File: src/verilog/stack_cpu_pkg.sv
// ------------------------------
// Stack CPU shared definitions
// Word, address and instruction types, opcodes
// and the sequencer state encoding
// ------------------------------

package stack_cpu_pkg;

	typedef logic [15:0] word_t;     // Acc, stack and port data
	typedef logic [7:0]  iaddr_t;    // Instruction address
	typedef logic [11:0] instr_t;    // Opcode in [11:8], operand in [7:0]
	typedef logic [3:0]  opcode_t;
	typedef logic [7:0]  operand_t;  // Immediate or jump target

	// Opcodes ----------------------
	localparam opcode_t OP_NOP = 4'd0;
	localparam opcode_t OP_LOD = 4'd1;   // Acc = operand
	localparam opcode_t OP_PSH = 4'd2;   // Push acc
	localparam opcode_t OP_POP = 4'd3;   // Acc = pop
	localparam opcode_t OP_ADD = 4'd4;   // Acc = pop + acc
	localparam opcode_t OP_SUB = 4'd5;   // Acc = pop - acc
	localparam opcode_t OP_AND = 4'd6;
	localparam opcode_t OP_XOR = 4'd7;
	localparam opcode_t OP_SHL = 4'd8;   // Shift by operand[3:0]
	localparam opcode_t OP_OUT = 4'd9;   // Send acc
	localparam opcode_t OP_INN = 4'd10;  // Acc = io_in
	localparam opcode_t OP_HLT = 4'd11;
	localparam opcode_t OP_JMP = 4'd12;
	localparam opcode_t OP_JIZ = 4'd13;  // Jump when acc is zero
	localparam opcode_t OP_CAL = 4'd14;
	localparam opcode_t OP_RET = 4'd15;

	// Sequencer states -------------
	typedef enum logic [1:0] {
		S_RUN,    // Normal execution
		S_STALL,  // OUT waiting for a credit
		S_HALT,   // Stopped by HLT
		S_FAULT   // Stack overflow or underflow
	} seq_state_e;

endpackage

File: src/verilog/prog_counter.sv
// ------------------------------
// Program counter
// Holds, jumps, returns or steps the fetch address
// ------------------------------

`timescale 1ns/1ns

module prog_counter import stack_cpu_pkg::*; (
	input  logic     clk,
	input  logic     rst,
	input  logic     pc_hold,   // Stall, halt or fault
	input  logic     pc_jump,   // JMP, taken JIZ, CAL
	input  logic     pc_ret,    // RET
	input  operand_t target,
	input  iaddr_t   ret_addr,
	output iaddr_t   pc
);

	always_ff @(posedge clk or posedge rst) begin
		if (rst) begin
			pc <= '0;
		end else if (pc_ret) begin
			pc <= ret_addr;                // Back to the caller
		end else if (pc_jump) begin
			pc <= iaddr_t'(target);
		end else if (!pc_hold) begin
			pc <= pc + iaddr_t'(1);        // Wraps at the top of the ROM
		end
	end

endmodule

File: src/verilog/seq_ctrl.sv
// ------------------------------
// Sequencer
// Decodes the opcode, checks stack limits and output
// credits, drives every enable and picks the next state
// ------------------------------

`timescale 1ns/1ns

module seq_ctrl import stack_cpu_pkg::*; #(
	parameter int OUT_CREDITS = 2
) (
	input  logic    clk,
	input  logic    rst,
	input  opcode_t opcode,
	input  logic    acc_zero,
	input  logic    ds_full,
	input  logic    ds_empty,
	input  logic    cs_full,
	input  logic    cs_empty,
	input  logic    out_credit,   // One credit back per high cycle
	output logic    pc_hold,
	output logic    pc_jump,
	output logic    pc_ret,
	output logic    ds_push,
	output logic    ds_pop,
	output logic    cs_push,
	output logic    cs_pop,
	output logic    acc_en,
	output logic    out_valid,
	output logic    halted,
	output logic    fault
);

	localparam int CW = $clog2(OUT_CREDITS + 1);

	seq_state_e    state, state_next;
	logic [CW-1:0] credit_cnt;    // Credits the receiver still grants

	logic ds_user, ds_prod, is_branch, is_call, is_ret, is_out, is_halt, is_alu;
	logic active, stack_err, out_blocked, exec;

	// Opcode classes ---------------
	assign ds_user   = (opcode == OP_POP) || (opcode == OP_ADD) || (opcode == OP_SUB)
	                || (opcode == OP_AND) || (opcode == OP_XOR);
	assign ds_prod   = (opcode == OP_PSH);
	assign is_branch = (opcode == OP_JMP) || ((opcode == OP_JIZ) && acc_zero); // Taken only
	assign is_call   = (opcode == OP_CAL);
	assign is_ret    = (opcode == OP_RET);
	assign is_out    = (opcode == OP_OUT);
	assign is_halt   = (opcode == OP_HLT);
	assign is_alu    = ds_user || (opcode == OP_LOD) || (opcode == OP_SHL)
	                || (opcode == OP_INN);

	// Stall re-runs the same OUT, so it decodes like run
	assign active      = (state == S_RUN) || (state == S_STALL);
	assign stack_err   = (ds_user && ds_empty) || (ds_prod && ds_full)
	                  || (is_call && cs_full) || (is_ret && cs_empty);
	assign out_blocked = is_out && (credit_cnt == '0);   // Count before any return
	assign exec        = active && !stack_err && !out_blocked && !is_halt;

	// Enables ----------------------
	assign pc_hold   = !exec;
	assign pc_jump   = exec && (is_branch || is_call);
	assign pc_ret    = exec && is_ret;
	assign ds_push   = exec && ds_prod;
	assign ds_pop    = exec && ds_user;
	assign cs_push   = exec && is_call;
	assign cs_pop    = exec && is_ret;
	assign acc_en    = exec && is_alu;
	assign out_valid = exec && is_out;
	assign halted    = (state == S_HALT);
	assign fault     = (state == S_FAULT);

	always_comb begin
		state_next = state;           // Halt and fault stay until reset
		if (active) begin
			if (stack_err)
				state_next = S_FAULT;
			else if (is_halt)
				state_next = S_HALT;
			else if (out_blocked)
				state_next = S_STALL;
			else
				state_next = S_RUN;
		end
	end

	always_ff @(posedge clk or posedge rst) begin
		if (rst)
			state <= S_RUN;
		else
			state <= state_next;
	end

	// Credit counter ---------------
	always_ff @(posedge clk or posedge rst) begin
		if (rst) begin
			credit_cnt <= CW'(OUT_CREDITS);
		end else begin
			case ({out_credit, out_valid})
				2'b10: if (credit_cnt != CW'(OUT_CREDITS))
					credit_cnt <= credit_cnt + CW'(1);  // Saturates at the limit
				2'b01: credit_cnt <= credit_cnt - CW'(1);
				default: ;                               // Return and send cancel
			endcase
		end
	end

endmodule

File: src/verilog/call_stack.sv
// ------------------------------
// Call stack
// Return addresses for CAL and RET with fill flags
// ------------------------------

`timescale 1ns/1ns

module call_stack import stack_cpu_pkg::*; #(
	parameter int CALL_DEPTH = 4
) (
	input  logic   clk,
	input  logic   rst,
	input  logic   cs_push,
	input  logic   cs_pop,
	input  iaddr_t pc,          // Address of the CAL itself
	output iaddr_t ret_addr,
	output logic   cs_full,
	output logic   cs_empty
);

	localparam int AW = (CALL_DEPTH > 1) ? $clog2(CALL_DEPTH) : 1;
	localparam int CW = $clog2(CALL_DEPTH + 1);

	iaddr_t        mem [CALL_DEPTH];
	logic [CW-1:0] cs_cnt;      // Entries in use
	logic [AW-1:0] top_idx;

	assign top_idx  = AW'(cs_cnt - CW'(1));
	assign ret_addr = mem[top_idx];                  // Valid only when not empty
	assign cs_full  = (cs_cnt == CW'(CALL_DEPTH));
	assign cs_empty = (cs_cnt == '0);

	always_ff @(posedge clk or posedge rst) begin
		if (rst)
			cs_cnt <= '0;
		else if (cs_push)
			cs_cnt <= cs_cnt + CW'(1);
		else if (cs_pop)
			cs_cnt <= cs_cnt - CW'(1);
	end

	// Entry storage
	always_ff @(posedge clk) begin
		if (cs_push)
			mem[cs_cnt[AW-1:0]] <= pc + iaddr_t'(1);  // Resume after the CAL
	end

endmodule

File: src/verilog/data_stack.sv
// ------------------------------
// Data stack
// Operand storage with a pointer counting down
// from the top and a combinational top read
// ------------------------------

`timescale 1ns/1ns

module data_stack import stack_cpu_pkg::*; #(
	parameter int DATA_DEPTH = 8
) (
	input  logic  clk,
	input  logic  rst,
	input  logic  ds_push,
	input  logic  ds_pop,
	input  word_t push_data,
	output word_t ds_top,
	output logic  ds_full,
	output logic  ds_empty
);

	localparam int AW = (DATA_DEPTH > 1) ? $clog2(DATA_DEPTH) : 1;
	localparam int CW = $clog2(DATA_DEPTH + 1);

	word_t         mem [DATA_DEPTH];
	logic [CW-1:0] sp;           // Points at the top entry
	logic [AW-1:0] wr_idx;       // Slot below the top

	// ------------------------------
	// Pointer
	// ------------------------------
	// Empty at DATA_DEPTH, full at zero
	assign ds_empty = (sp == CW'(DATA_DEPTH));
	assign ds_full  = (sp == '0);
	assign wr_idx   = AW'(sp - CW'(1));

	always_ff @(posedge clk or posedge rst) begin
		if (rst)
			sp <= CW'(DATA_DEPTH);
		else if (ds_push)
			sp <= sp - CW'(1);     // Grows downward
		else if (ds_pop)
			sp <= sp + CW'(1);
	end

	// ------------------------------
	// Storage
	// ------------------------------
	always_ff @(posedge clk) begin
		if (ds_push)
			mem[wr_idx] <= push_data;
	end

	// Same cycle read, so pop and ALU op retire together
	assign ds_top = mem[sp[AW-1:0]];

endmodule

File: src/verilog/alu_acc.sv
// ------------------------------
// Accumulator and ALU
// Next accumulator value selected by opcode
// ------------------------------

`timescale 1ns/1ns

module alu_acc import stack_cpu_pkg::*; (
	input  logic     clk,
	input  logic     rst,
	input  logic     acc_en,     // Set only for executed ALU opcodes
	input  opcode_t  opcode,
	input  operand_t operand,
	input  word_t    ds_top,     // Value being popped
	input  word_t    io_in,
	output word_t    acc,
	output logic     acc_zero
);

	word_t acc_next;

	// ------------------------------
	// Function select
	// ------------------------------
	always_comb begin
		case (opcode)
			OP_LOD:  acc_next = word_t'(operand);       // Zero extended
			OP_POP:  acc_next = ds_top;
			OP_ADD:  acc_next = ds_top + acc;
			OP_SUB:  acc_next = ds_top - acc;           // Stack minus acc
			OP_AND:  acc_next = ds_top & acc;
			OP_XOR:  acc_next = ds_top ^ acc;
			OP_SHL:  acc_next = acc << operand[3:0];    // Upper bits drop off
			OP_INN:  acc_next = io_in;
			default: acc_next = acc;
		endcase
	end

	// ------------------------------
	// Register
	// ------------------------------
	always_ff @(posedge clk or posedge rst) begin
		if (rst)
			acc <= '0;
		else if (acc_en)
			acc <= acc_next;
	end

	// JIZ condition
	assign acc_zero = (acc == '0);

endmodule

File: src/verilog/stack_cpu.sv
// ------------------------------
// Stack CPU core
// Accumulator machine with data and call stacks,
// one input port and a credit based output port
// ------------------------------

`timescale 1ns/1ns

module stack_cpu import stack_cpu_pkg::*; #(
	parameter int DATA_DEPTH  = 8,
	parameter int CALL_DEPTH  = 4,
	parameter int OUT_CREDITS = 2
) (
	input  logic   clk,
	input  logic   rst,
	input  instr_t instr,        // From the ROM, same cycle
	input  word_t  io_in,
	input  logic   out_credit,
	output iaddr_t instr_addr,
	output word_t  out_data,
	output logic   out_valid,
	output logic   halted,
	output logic   fault
);

	opcode_t  opcode;
	operand_t operand;
	iaddr_t   pc, ret_addr;
	word_t    acc, ds_top;
	logic     pc_hold, pc_jump, pc_ret;
	logic     ds_push, ds_pop, ds_full, ds_empty;
	logic     cs_push, cs_pop, cs_full, cs_empty;
	logic     acc_en, acc_zero;

	// Instruction fields
	assign opcode     = instr[11:8];
	assign operand    = instr[7:0];
	assign instr_addr = pc;
	assign out_data   = acc;     // Valid with out_valid

	// ------------------------------
	// Fetch
	// ------------------------------
	prog_counter u_pc (
		.clk      (clk),
		.rst      (rst),
		.pc_hold  (pc_hold),
		.pc_jump  (pc_jump),
		.pc_ret   (pc_ret),
		.target   (operand),
		.ret_addr (ret_addr),
		.pc       (pc)
	);

	seq_ctrl #(.OUT_CREDITS(OUT_CREDITS)) u_seq (
		.clk        (clk),
		.rst        (rst),
		.opcode     (opcode),
		.acc_zero   (acc_zero),
		.ds_full    (ds_full),
		.ds_empty   (ds_empty),
		.cs_full    (cs_full),
		.cs_empty   (cs_empty),
		.out_credit (out_credit),
		.pc_hold    (pc_hold),
		.pc_jump    (pc_jump),
		.pc_ret     (pc_ret),
		.ds_push    (ds_push),
		.ds_pop     (ds_pop),
		.cs_push    (cs_push),
		.cs_pop     (cs_pop),
		.acc_en     (acc_en),
		.out_valid  (out_valid),
		.halted     (halted),
		.fault      (fault)
	);

	call_stack #(.CALL_DEPTH(CALL_DEPTH)) u_cs (
		.clk      (clk),
		.rst      (rst),
		.cs_push  (cs_push),
		.cs_pop   (cs_pop),
		.pc       (pc),
		.ret_addr (ret_addr),
		.cs_full  (cs_full),
		.cs_empty (cs_empty)
	);

	// ------------------------------
	// Datapath
	// ------------------------------
	data_stack #(.DATA_DEPTH(DATA_DEPTH)) u_ds (
		.clk       (clk),
		.rst       (rst),
		.ds_push   (ds_push),
		.ds_pop    (ds_pop),
		.push_data (acc),        // PSH always stores acc
		.ds_top    (ds_top),
		.ds_full   (ds_full),
		.ds_empty  (ds_empty)
	);

	alu_acc u_alu (
		.clk      (clk),
		.rst      (rst),
		.acc_en   (acc_en),
		.opcode   (opcode),
		.operand  (operand),
		.ds_top   (ds_top),
		.io_in    (io_in),
		.acc      (acc),
		.acc_zero (acc_zero)
	);

endmodule

File: config.mk
export PLATFORM = sky130hd
export DESIGN_NAME = stack_cpu
export DESIGN_NICKNAME = d
export VERILOG_FILES = /design/src/verilog/stack_cpu_pkg.sv /design/src/verilog/prog_counter.sv /design/src/verilog/seq_ctrl.sv /design/src/verilog/call_stack.sv /design/src/verilog/data_stack.sv /design/src/verilog/alu_acc.sv /design/src/verilog/stack_cpu.sv
export SDC_FILE = /design/constraint.sdc
export NUM_CORES = 1
export LEC_CHECK = 0
export BUFFER_PORTS_ARGS = -buffer_cell sky130_fd_sc_hd__buf_2
export CAP_MARGIN = 20
export CORE_MARGIN = 4
export CORE_UTILIZATION = 51
export CTS_CLUSTER_SIZE = 12
export DETAILED_ROUTE_END_ITERATION = 6
export PLACE_DENSITY = 0.67
export RECOVER_POWER = 100
export SYNTH_ARGS = -nofsm -noshare
export SYNTH_HDL_FRONTEND = slang
export SYNTH_SLANG_ARGS = --single-unit
File: constraint.sdc
create_clock -name clk -period 8.5 [get_ports clk]
set_input_delay 1.275 -clock clk [delete_from_list [all_inputs] [get_ports clk]]
set_output_delay 1.275 -clock clk [all_outputs]
set_load 0.05 [all_outputs]
After elaboration in Yosys (flattened, before gate mapping) --
Memory sizes are Yosys's and may differ from the RTL's. Index checks and enable logic that the tools add are counted.
Word-level totals: bits in registers 35, bits in latches 0, memory bits (writable) 160, memory bits (read-only) 0, logic and storage cells 105, memories kept 2
Memories:
- u_ds.mem | words 8, bits a word 16, read ports 1, clocked after Yosys merged registers in 0, wr ports 1, RTL line data_stack.sv:25 | word_t mem [DATA_DEPTH];
- u_cs.mem | words 4, bits a word 8, read ports 1, clocked after Yosys merged registers in 0, wr ports 1, RTL line call_stack.sv:24 | iaddr_t mem [CALL_DEPTH];
Cells by class: add/sub/neg operators 9, $mul 0, divide/modulo/power cells 0, magnitude comparators 0, eq/ne operators 24, shifts and indexed selects 1, multiplexer cells 17, bitwise logic cells 2, reduce and logical (&&, ||, !) cells 44
Operators with widths (number):
- 16-bit case mux with 8 select lines | 1
- 4-bit equality test, second input constant | 9
- 8-bit 2-to-1 mux | 3
- 16-bit adder | 1
- 16-bit bitwise AND | 1
- 4-bit by 3-bit equality test with 1-bit output, second input constant | 4
- 1-bit logical AND | 16
- 16-bit zero test | 1
- 16-bit by 4-bit left shift with 16-bit output | 1
- 16-bit subtractor | 1
- 16-bit bitwise XOR | 1
- 1-bit logical OR | 13
- 8-bit by 1-bit adder with 8-bit output, second input constant | 1
- 4-bit by 2-bit equality test with 1-bit output, second input constant | 2
- 4-bit 2-to-1 mux | 2
- 8-bit nonzero test | 1
- 2-bit equality test, second input constant | 3
- 2-bit 2-to-1 mux | 3
- 3-bit 2-to-1 mux | 2
- 2-bit nonzero test | 3
- 1-bit 2-to-1 mux | 5
- 4-bit by 1-bit adder with 4-bit output, second input constant | 1
- 2-bit by 1-bit equality test with 1-bit output, second input constant | 2
- 4-bit by 1-bit equality test with 1-bit output, second input constant | 1
- other kinds (15) | 19

Longest topological paths before layout --
depth after elaboration 17, mapped depth 15

Cells and area by module --
From an unflattened synthesis, not the netlist that was laid out.
Second synthesis, totals: cells, all modules 886, area, all modules 11056.9 µm²
Modules (own cells, without submodules):
- data_stack | times used 1, cells each 259, area each 5178.7 µm², sequential area each 3945.0 µm²
- alu_acc | times used 1, cells each 416, area each 3384.5 µm², sequential area each 400.4 µm²
- call_stack | times used 1, cells each 86, area each 1526.5 µm², sequential area each 1036.0 µm²
- prog_counter | times used 1, cells each 72, area each 578.1 µm², sequential area each 200.2 µm²
- seq_ctrl | times used 1, cells each 53, area each 389.1 µm², sequential area each 101.3 µm²

Least setup slack after synthesis --
OpenSTA, ideal clock, no wires.
path kind input -> register, start in instr[11], end mem u_ds.mem[2][0] in the netlist's numbering (enable), data arrival time 3.887 ns, setup slack 4.204 ns, cell stages on the path 9, path buffers 3, path through clkbuf_1 > and2_1 > clkbuf_2 > a31oi_1 > o41a_1 > buf_2 > o211a_1 > nand3_1 > nor3_1
On the way: longest elaborated chain between the ends 16, elaborated cells on any way between the ends 31, those cells by class eq/ne (10); mux (2); reduce/logical (19)
Ends and longest elaborated chain:
- from (decl) | RTL line stack_cpu.sv:16 | input instr_t instr,
- 4-bit by 2-bit equality test with 1-bit output or 4-bit by 3-bit equality test with 1-bit output (tied branches) | RTL line seq_ctrl.sv:43 | assign ds_user = (opcode == OP_POP) || (opcode == OP_ADD) || (opcode == OP_SUB)
- 1-bit logical OR (2 in a row) | RTL line seq_ctrl.sv:43
- 1-bit logical OR (2 in a row) | RTL line seq_ctrl.sv:44 | || (opcode == OP_AND) || (opcode == OP_XOR);
- 1-bit logical AND | RTL line seq_ctrl.sv:56 | assign stack_err = (ds_user && ds_empty) || (ds_prod && ds_full)
- 1-bit logical OR | RTL line seq_ctrl.sv:56
- 1-bit logical OR (2 in a row) | RTL line seq_ctrl.sv:57 | || (is_call && cs_full) || (is_ret && cs_empty);
- 1-bit zero test | RTL line seq_ctrl.sv:59 | assign exec = active && !stack_err && !out_blocked && !is_halt;
- 1-bit logical AND (3 in a row) | RTL line seq_ctrl.sv:59
- 1-bit logical AND * | RTL line seq_ctrl.sv:65 | assign ds_push = exec && ds_prod;
- 1-bit 2-to-1 mux * | RTL line data_stack.sv:50 | if (ds_push)
- 1-bit 2-to-1 mux (not written as such) * | RTL line data_stack.sv:51 | mem[wr_idx] <= push_data;
- to (decl) | RTL line data_stack.sv:25
Every way passes the cells marked *; elsewhere a longest branch is shown, timed or not.

Worst setup path after layout --
start reg u_ds.sp[0], end out out_valid
On the way: longest elaborated chain between the ends 10, elaborated cells on any way between the ends 12, those cells by class eq/ne (1); reduce/logical (11)
Ends and longest elaborated chain:
- from (decl) | RTL line data_stack.sv:26 | logic [CW-1:0] sp;
- from (signal assigned) | RTL line data_stack.sv:39 | sp <= CW'(DATA_DEPTH);
- from (signal assigned) | RTL line data_stack.sv:41 | sp <= sp - CW'(1);
- from (signal assigned) | RTL line data_stack.sv:43 | sp <= sp + CW'(1);
- 4-bit equality test or 4-bit zero test (tied branches) | RTL line data_stack.sv:33, data_stack.sv:34
- 1-bit logical AND | RTL line seq_ctrl.sv:56
- 1-bit logical OR * | RTL line seq_ctrl.sv:56
- 1-bit logical OR * (2 in a row) | RTL line seq_ctrl.sv:57
- 1-bit zero test * | RTL line seq_ctrl.sv:59
- 1-bit logical AND * (3 in a row) | RTL line seq_ctrl.sv:59
- 1-bit logical AND * | RTL line seq_ctrl.sv:70 | assign out_valid = exec && is_out;
- to (decl) | RTL line stack_cpu.sv:21 | output logic out_valid,
Marks and branches as above.

==> summary.md <==
| Metric | Value |
|---|---|
| Initial Utilization | 51.9% |
| Critical Path Most Common Cell | inv_1 |
| Setup repair bufs after CTS | 0 |
| Crit end category | output pin |
| # diodes | 0 |
| Slew @ Worst Pin | 2790 ps |
| Minimum clock period after layout | 6100 ps |
| Core area | 0.0203 sq mm |
| Layout net count | 922 |
| Worst setup path end | out_valid |
| Max-Cap Viols | 2 |
| Area growth from synthesis to layout | 9.97% |
| Final-report setup violation count | 0 |
| Seq/Total Area, Yosys | 54.0% |
| Share of cells above drive strength 1 | 16.7% |
| First-pass GRT wire length | 41,500 um |
| Top FF cell, synth | edfxtp_1 |
| IO buf count | 57 |
| Syn Inst Count | 800 |
| CTS Buffer Depth | 2 |
| Num CTS Buffers | 17 |
| RePlAce Congestion | 0.899 |
| Critical R2R Launch | u_ds.sp[0] |
| Height of the die | 152 um |
| Mean Syn Cell Area | 13.2 sq um |
| Crit Path Class | reg -> out |
| Failing checks | capacitance limit, slew limit |
| TritonRoute pass-1 iters | 7 |
| Synth unique cells | 71 |
| Initial antenna violation count | 0 |
| Period utilisation layout | 71.7% |
| Initial drt markers | 689 |
| Final wirelength | 27,100 um |
| Pin count of the biggest net entering global routing | 41 |
| Gr usage total | 24.3% |
| Hold Vio Cnt, Final | 0 |
| CP Launch Type | register |
| Worst clock skew | 13.4 ps |
| Worst Hold Class | reg -> reg |
| Final Total Pwr | 4210 uW |
| Root Driver | clkbuf_16 |
| Clk_lat worst skew | 430 ps |
| Slew headroom | -85.9% |
| Reg2Reg Depth | 9 |
| DIE AREA | 0.0230 sq mm |
| Remaining antenna violation count | 0 |
| Critical-path cell list | clkbuf_1, inv_1, ha_1, nand2b_1, o41a_1, nand4_1, inv_1, buf_2 |
| CTS tree | done |
| Critical R2R Capture | u_ds.mem[1][14] |
| CP startpoint | u_ds.sp[0] |
| Status | finished with violations |
| Fmax | 0.164 GHz |
| Max H-tree Level | 4 |
| DR WL/cell | 23.9 um |
| Cell Area, Synth | 0.0105 sq mm |
| Clk sink count | 195 |
| Hold_buf cts | 0 |
| Final Max Tran Viols | 72 |
| Vias | 7,190 |
| Setup TNS Final | 0 ps |
| WHS | 514 ps |
| Routed vias/inst | 6.36 |
| Max stage delay cell, worst path | clkbuf_1 |
| Asr flop ratio synth | 17.9% |
| Power per Cell Area | 364 mW/mm^2 |
| DP HPWL | 18,500 um |
| Rows | 52 |
| Io pins | 58 |
| Critical path arrival | 4820 ps |
| Max IR drop VDD | 0.000259 V |
| DIE WIDTH | 152 um |
| RSZ-0062 raised after global routing | no |
| # resized after CTS | 0 |
| Slowest cell delay on critical path | 1950 ps |
| Crit Path Max Fanout | 35 |
| Lkg Pwr | 0.00420 uW |
| R2R Setup Slk | 2560 ps |
| #FFs+latches synth | 195 |
| Critical Path RT | 7220 ps |
| Vias in the first global route | 7,164 |
| Mapped Nets | 874 |
| Yosys warns | 0 |
| Number of flops mapped to enable cells by yosys | 160 |
| GRT Residual Overflow | 0 |
| Post-layout util | 57.0% |
| CTS clk-pin slew, worst paths | 70 ps |
| Post-route DRC | 0 |
## routing by layer
metal  up-vias  track usage [%]  part of all wire (%)
li1       3226                -                     -
met1      3676             34.4                    44
met2       246             38.9                    49
met3        42             4.02                   5.1
met4         0             7.37                   2.1
met5         -                0                     0
## critical path: cells and delay by family, from the launching register on
family	cells	cell delay [ps]
DFF	1	340
adders and majority gates	1	430
buffers and inverters	4	2960
AOI/OAI and AO/OA	1	330
and+or+nand+nor	2	330
## cell usage after synthesis (6+ instances only)
cell,n,share of area (%)
mux4_2,43,9.2
xnor2_1,30,2.5
nor2b_1,7,0.42
a21oi_1,32,1.5
dfrtp_1,33,7.8
nand2b_1,7,0.42
clkbuf_1,25,0.89
o21ai_1,8,0.38
a31oi_1,8,0.48
a221oi_1,6,0.50
o31ai_1,7,0.50
nand2_1,48,1.7
a22oi_1,12,0.86
ha_1,42,5.0
o22ai_1,8,0.48
and2_1,6,0.36
o221ai_1,6,0.50
buf_1,13,0.46
xor2_1,12,1.0
mux2i_1,46,4.4
nand3_1,13,0.62
nor2_1,45,1.6
mux2_2,17,1.8
edfxtp_1,160,46
o21ai_0,38,1.8
nor3_1,13,0.62
inv_1,19,0.68
a211oi_1,11,0.78
## cell usage in the layout (no fill, tap or decap), types with 17 or more instances in the layout
cell       netlist  layout
nand2_1         48      48
o21ai_0         38      44
inv_1           19      19
a21oi_1         32      32
mux2i_1         46      46
ha_1            42      42
mux2_2          17      17
edfxtp_1       160     160
clkbuf_1        25      37
mux4_2          43      43
xnor2_1         30      30
nor2_1          45      45
clkbuf_16        0      17
dfrtp_1         33      32
buf_2            5      31
## sequential cells by signal, indices dropped and copies added, names as in the netlist
signal and flops:
u_cs.mem 32, u_alu.acc 16, u_cs.cs_cnt 3, u_pc.pc 8, u_seq.credit_cnt 2, u_ds.sp 4, u_ds.mem 128, u_seq.state 2
## stage by stage
| step | setup WS [ps] | cells | instance area [sq um] |
|---|---|---|---|
| after floorplan | 4200 | 800 | 10500 |
| after global placement | 3370 | 1099 | 11100 |
| after detailed placement | 3240 | 1099 | 11100 |
| after CTS | 3670 | 1131 | 11700 |
| after global routing | 1760 | 1131 | 11600 |
| final | 2400 | 1131 | 11600 |
## final cells by class
cell class	count	area (sq um)
Fill cell	1711	8720
Sequential cell	195	5680
Multi-Input combinational cell	540	4580
Clock buffer	18	429
Timing Repair Buffer	74	343
Tap cell	270	338
Clock inverter	14	125
Inverter	20	75.1
## logic make-up (layout without fill, tap and decap cells)
kind of cell             after synthesis  count (layout)  synth area share [%]
flip-flops                           195             195                  54.0
adder cells (fa/ha/maj)               43              43                  5.18
XOR/XNOR                              42              42                  3.49
buffers and inverters                 65             126                  2.46
AO/OA/AOI/OAI                        173             173                  11.0
AND/OR/NAND/NOR                      176             176                  8.51
multiplexers                         106             106                  15.4
## power by group
| part | switching (uW) | leakage [uW] | total [uW] | internal, uW |
|---|---|---|---|---|
| Clock | 373 | 0.000263 | 758 | 384 |
| Combinational | 1210 | 0.00204 | 2050 | 833 |
| Sequential | 217 | 0.00190 | 1410 | 1190 |
| Total | 1800 | 0.00420 | 4210 | 2410 |
## worst min path at each step
stage / from / endpoint / slack [ps] / cells after the start
3_3_place_gp: u_ds.sp[3] / u_ds.sp[3] / 510 / 1
6_report: u_cs.cs_cnt[2] / u_cs.cs_cnt[2] / 510 / 1
3_5_place_dp: u_ds.sp[3] / u_ds.sp[3] / 510 / 1
5_1_grt: u_ds.sp[3] / u_ds.sp[3] / 530 / 1
2_1_floorplan: u_cs.cs_cnt[2] / u_cs.cs_cnt[2] / 480 / 1
4_1_cts: u_cs.cs_cnt[2] / u_cs.cs_cnt[2] / 520 / 1
(Power assumes the default switching activity.)
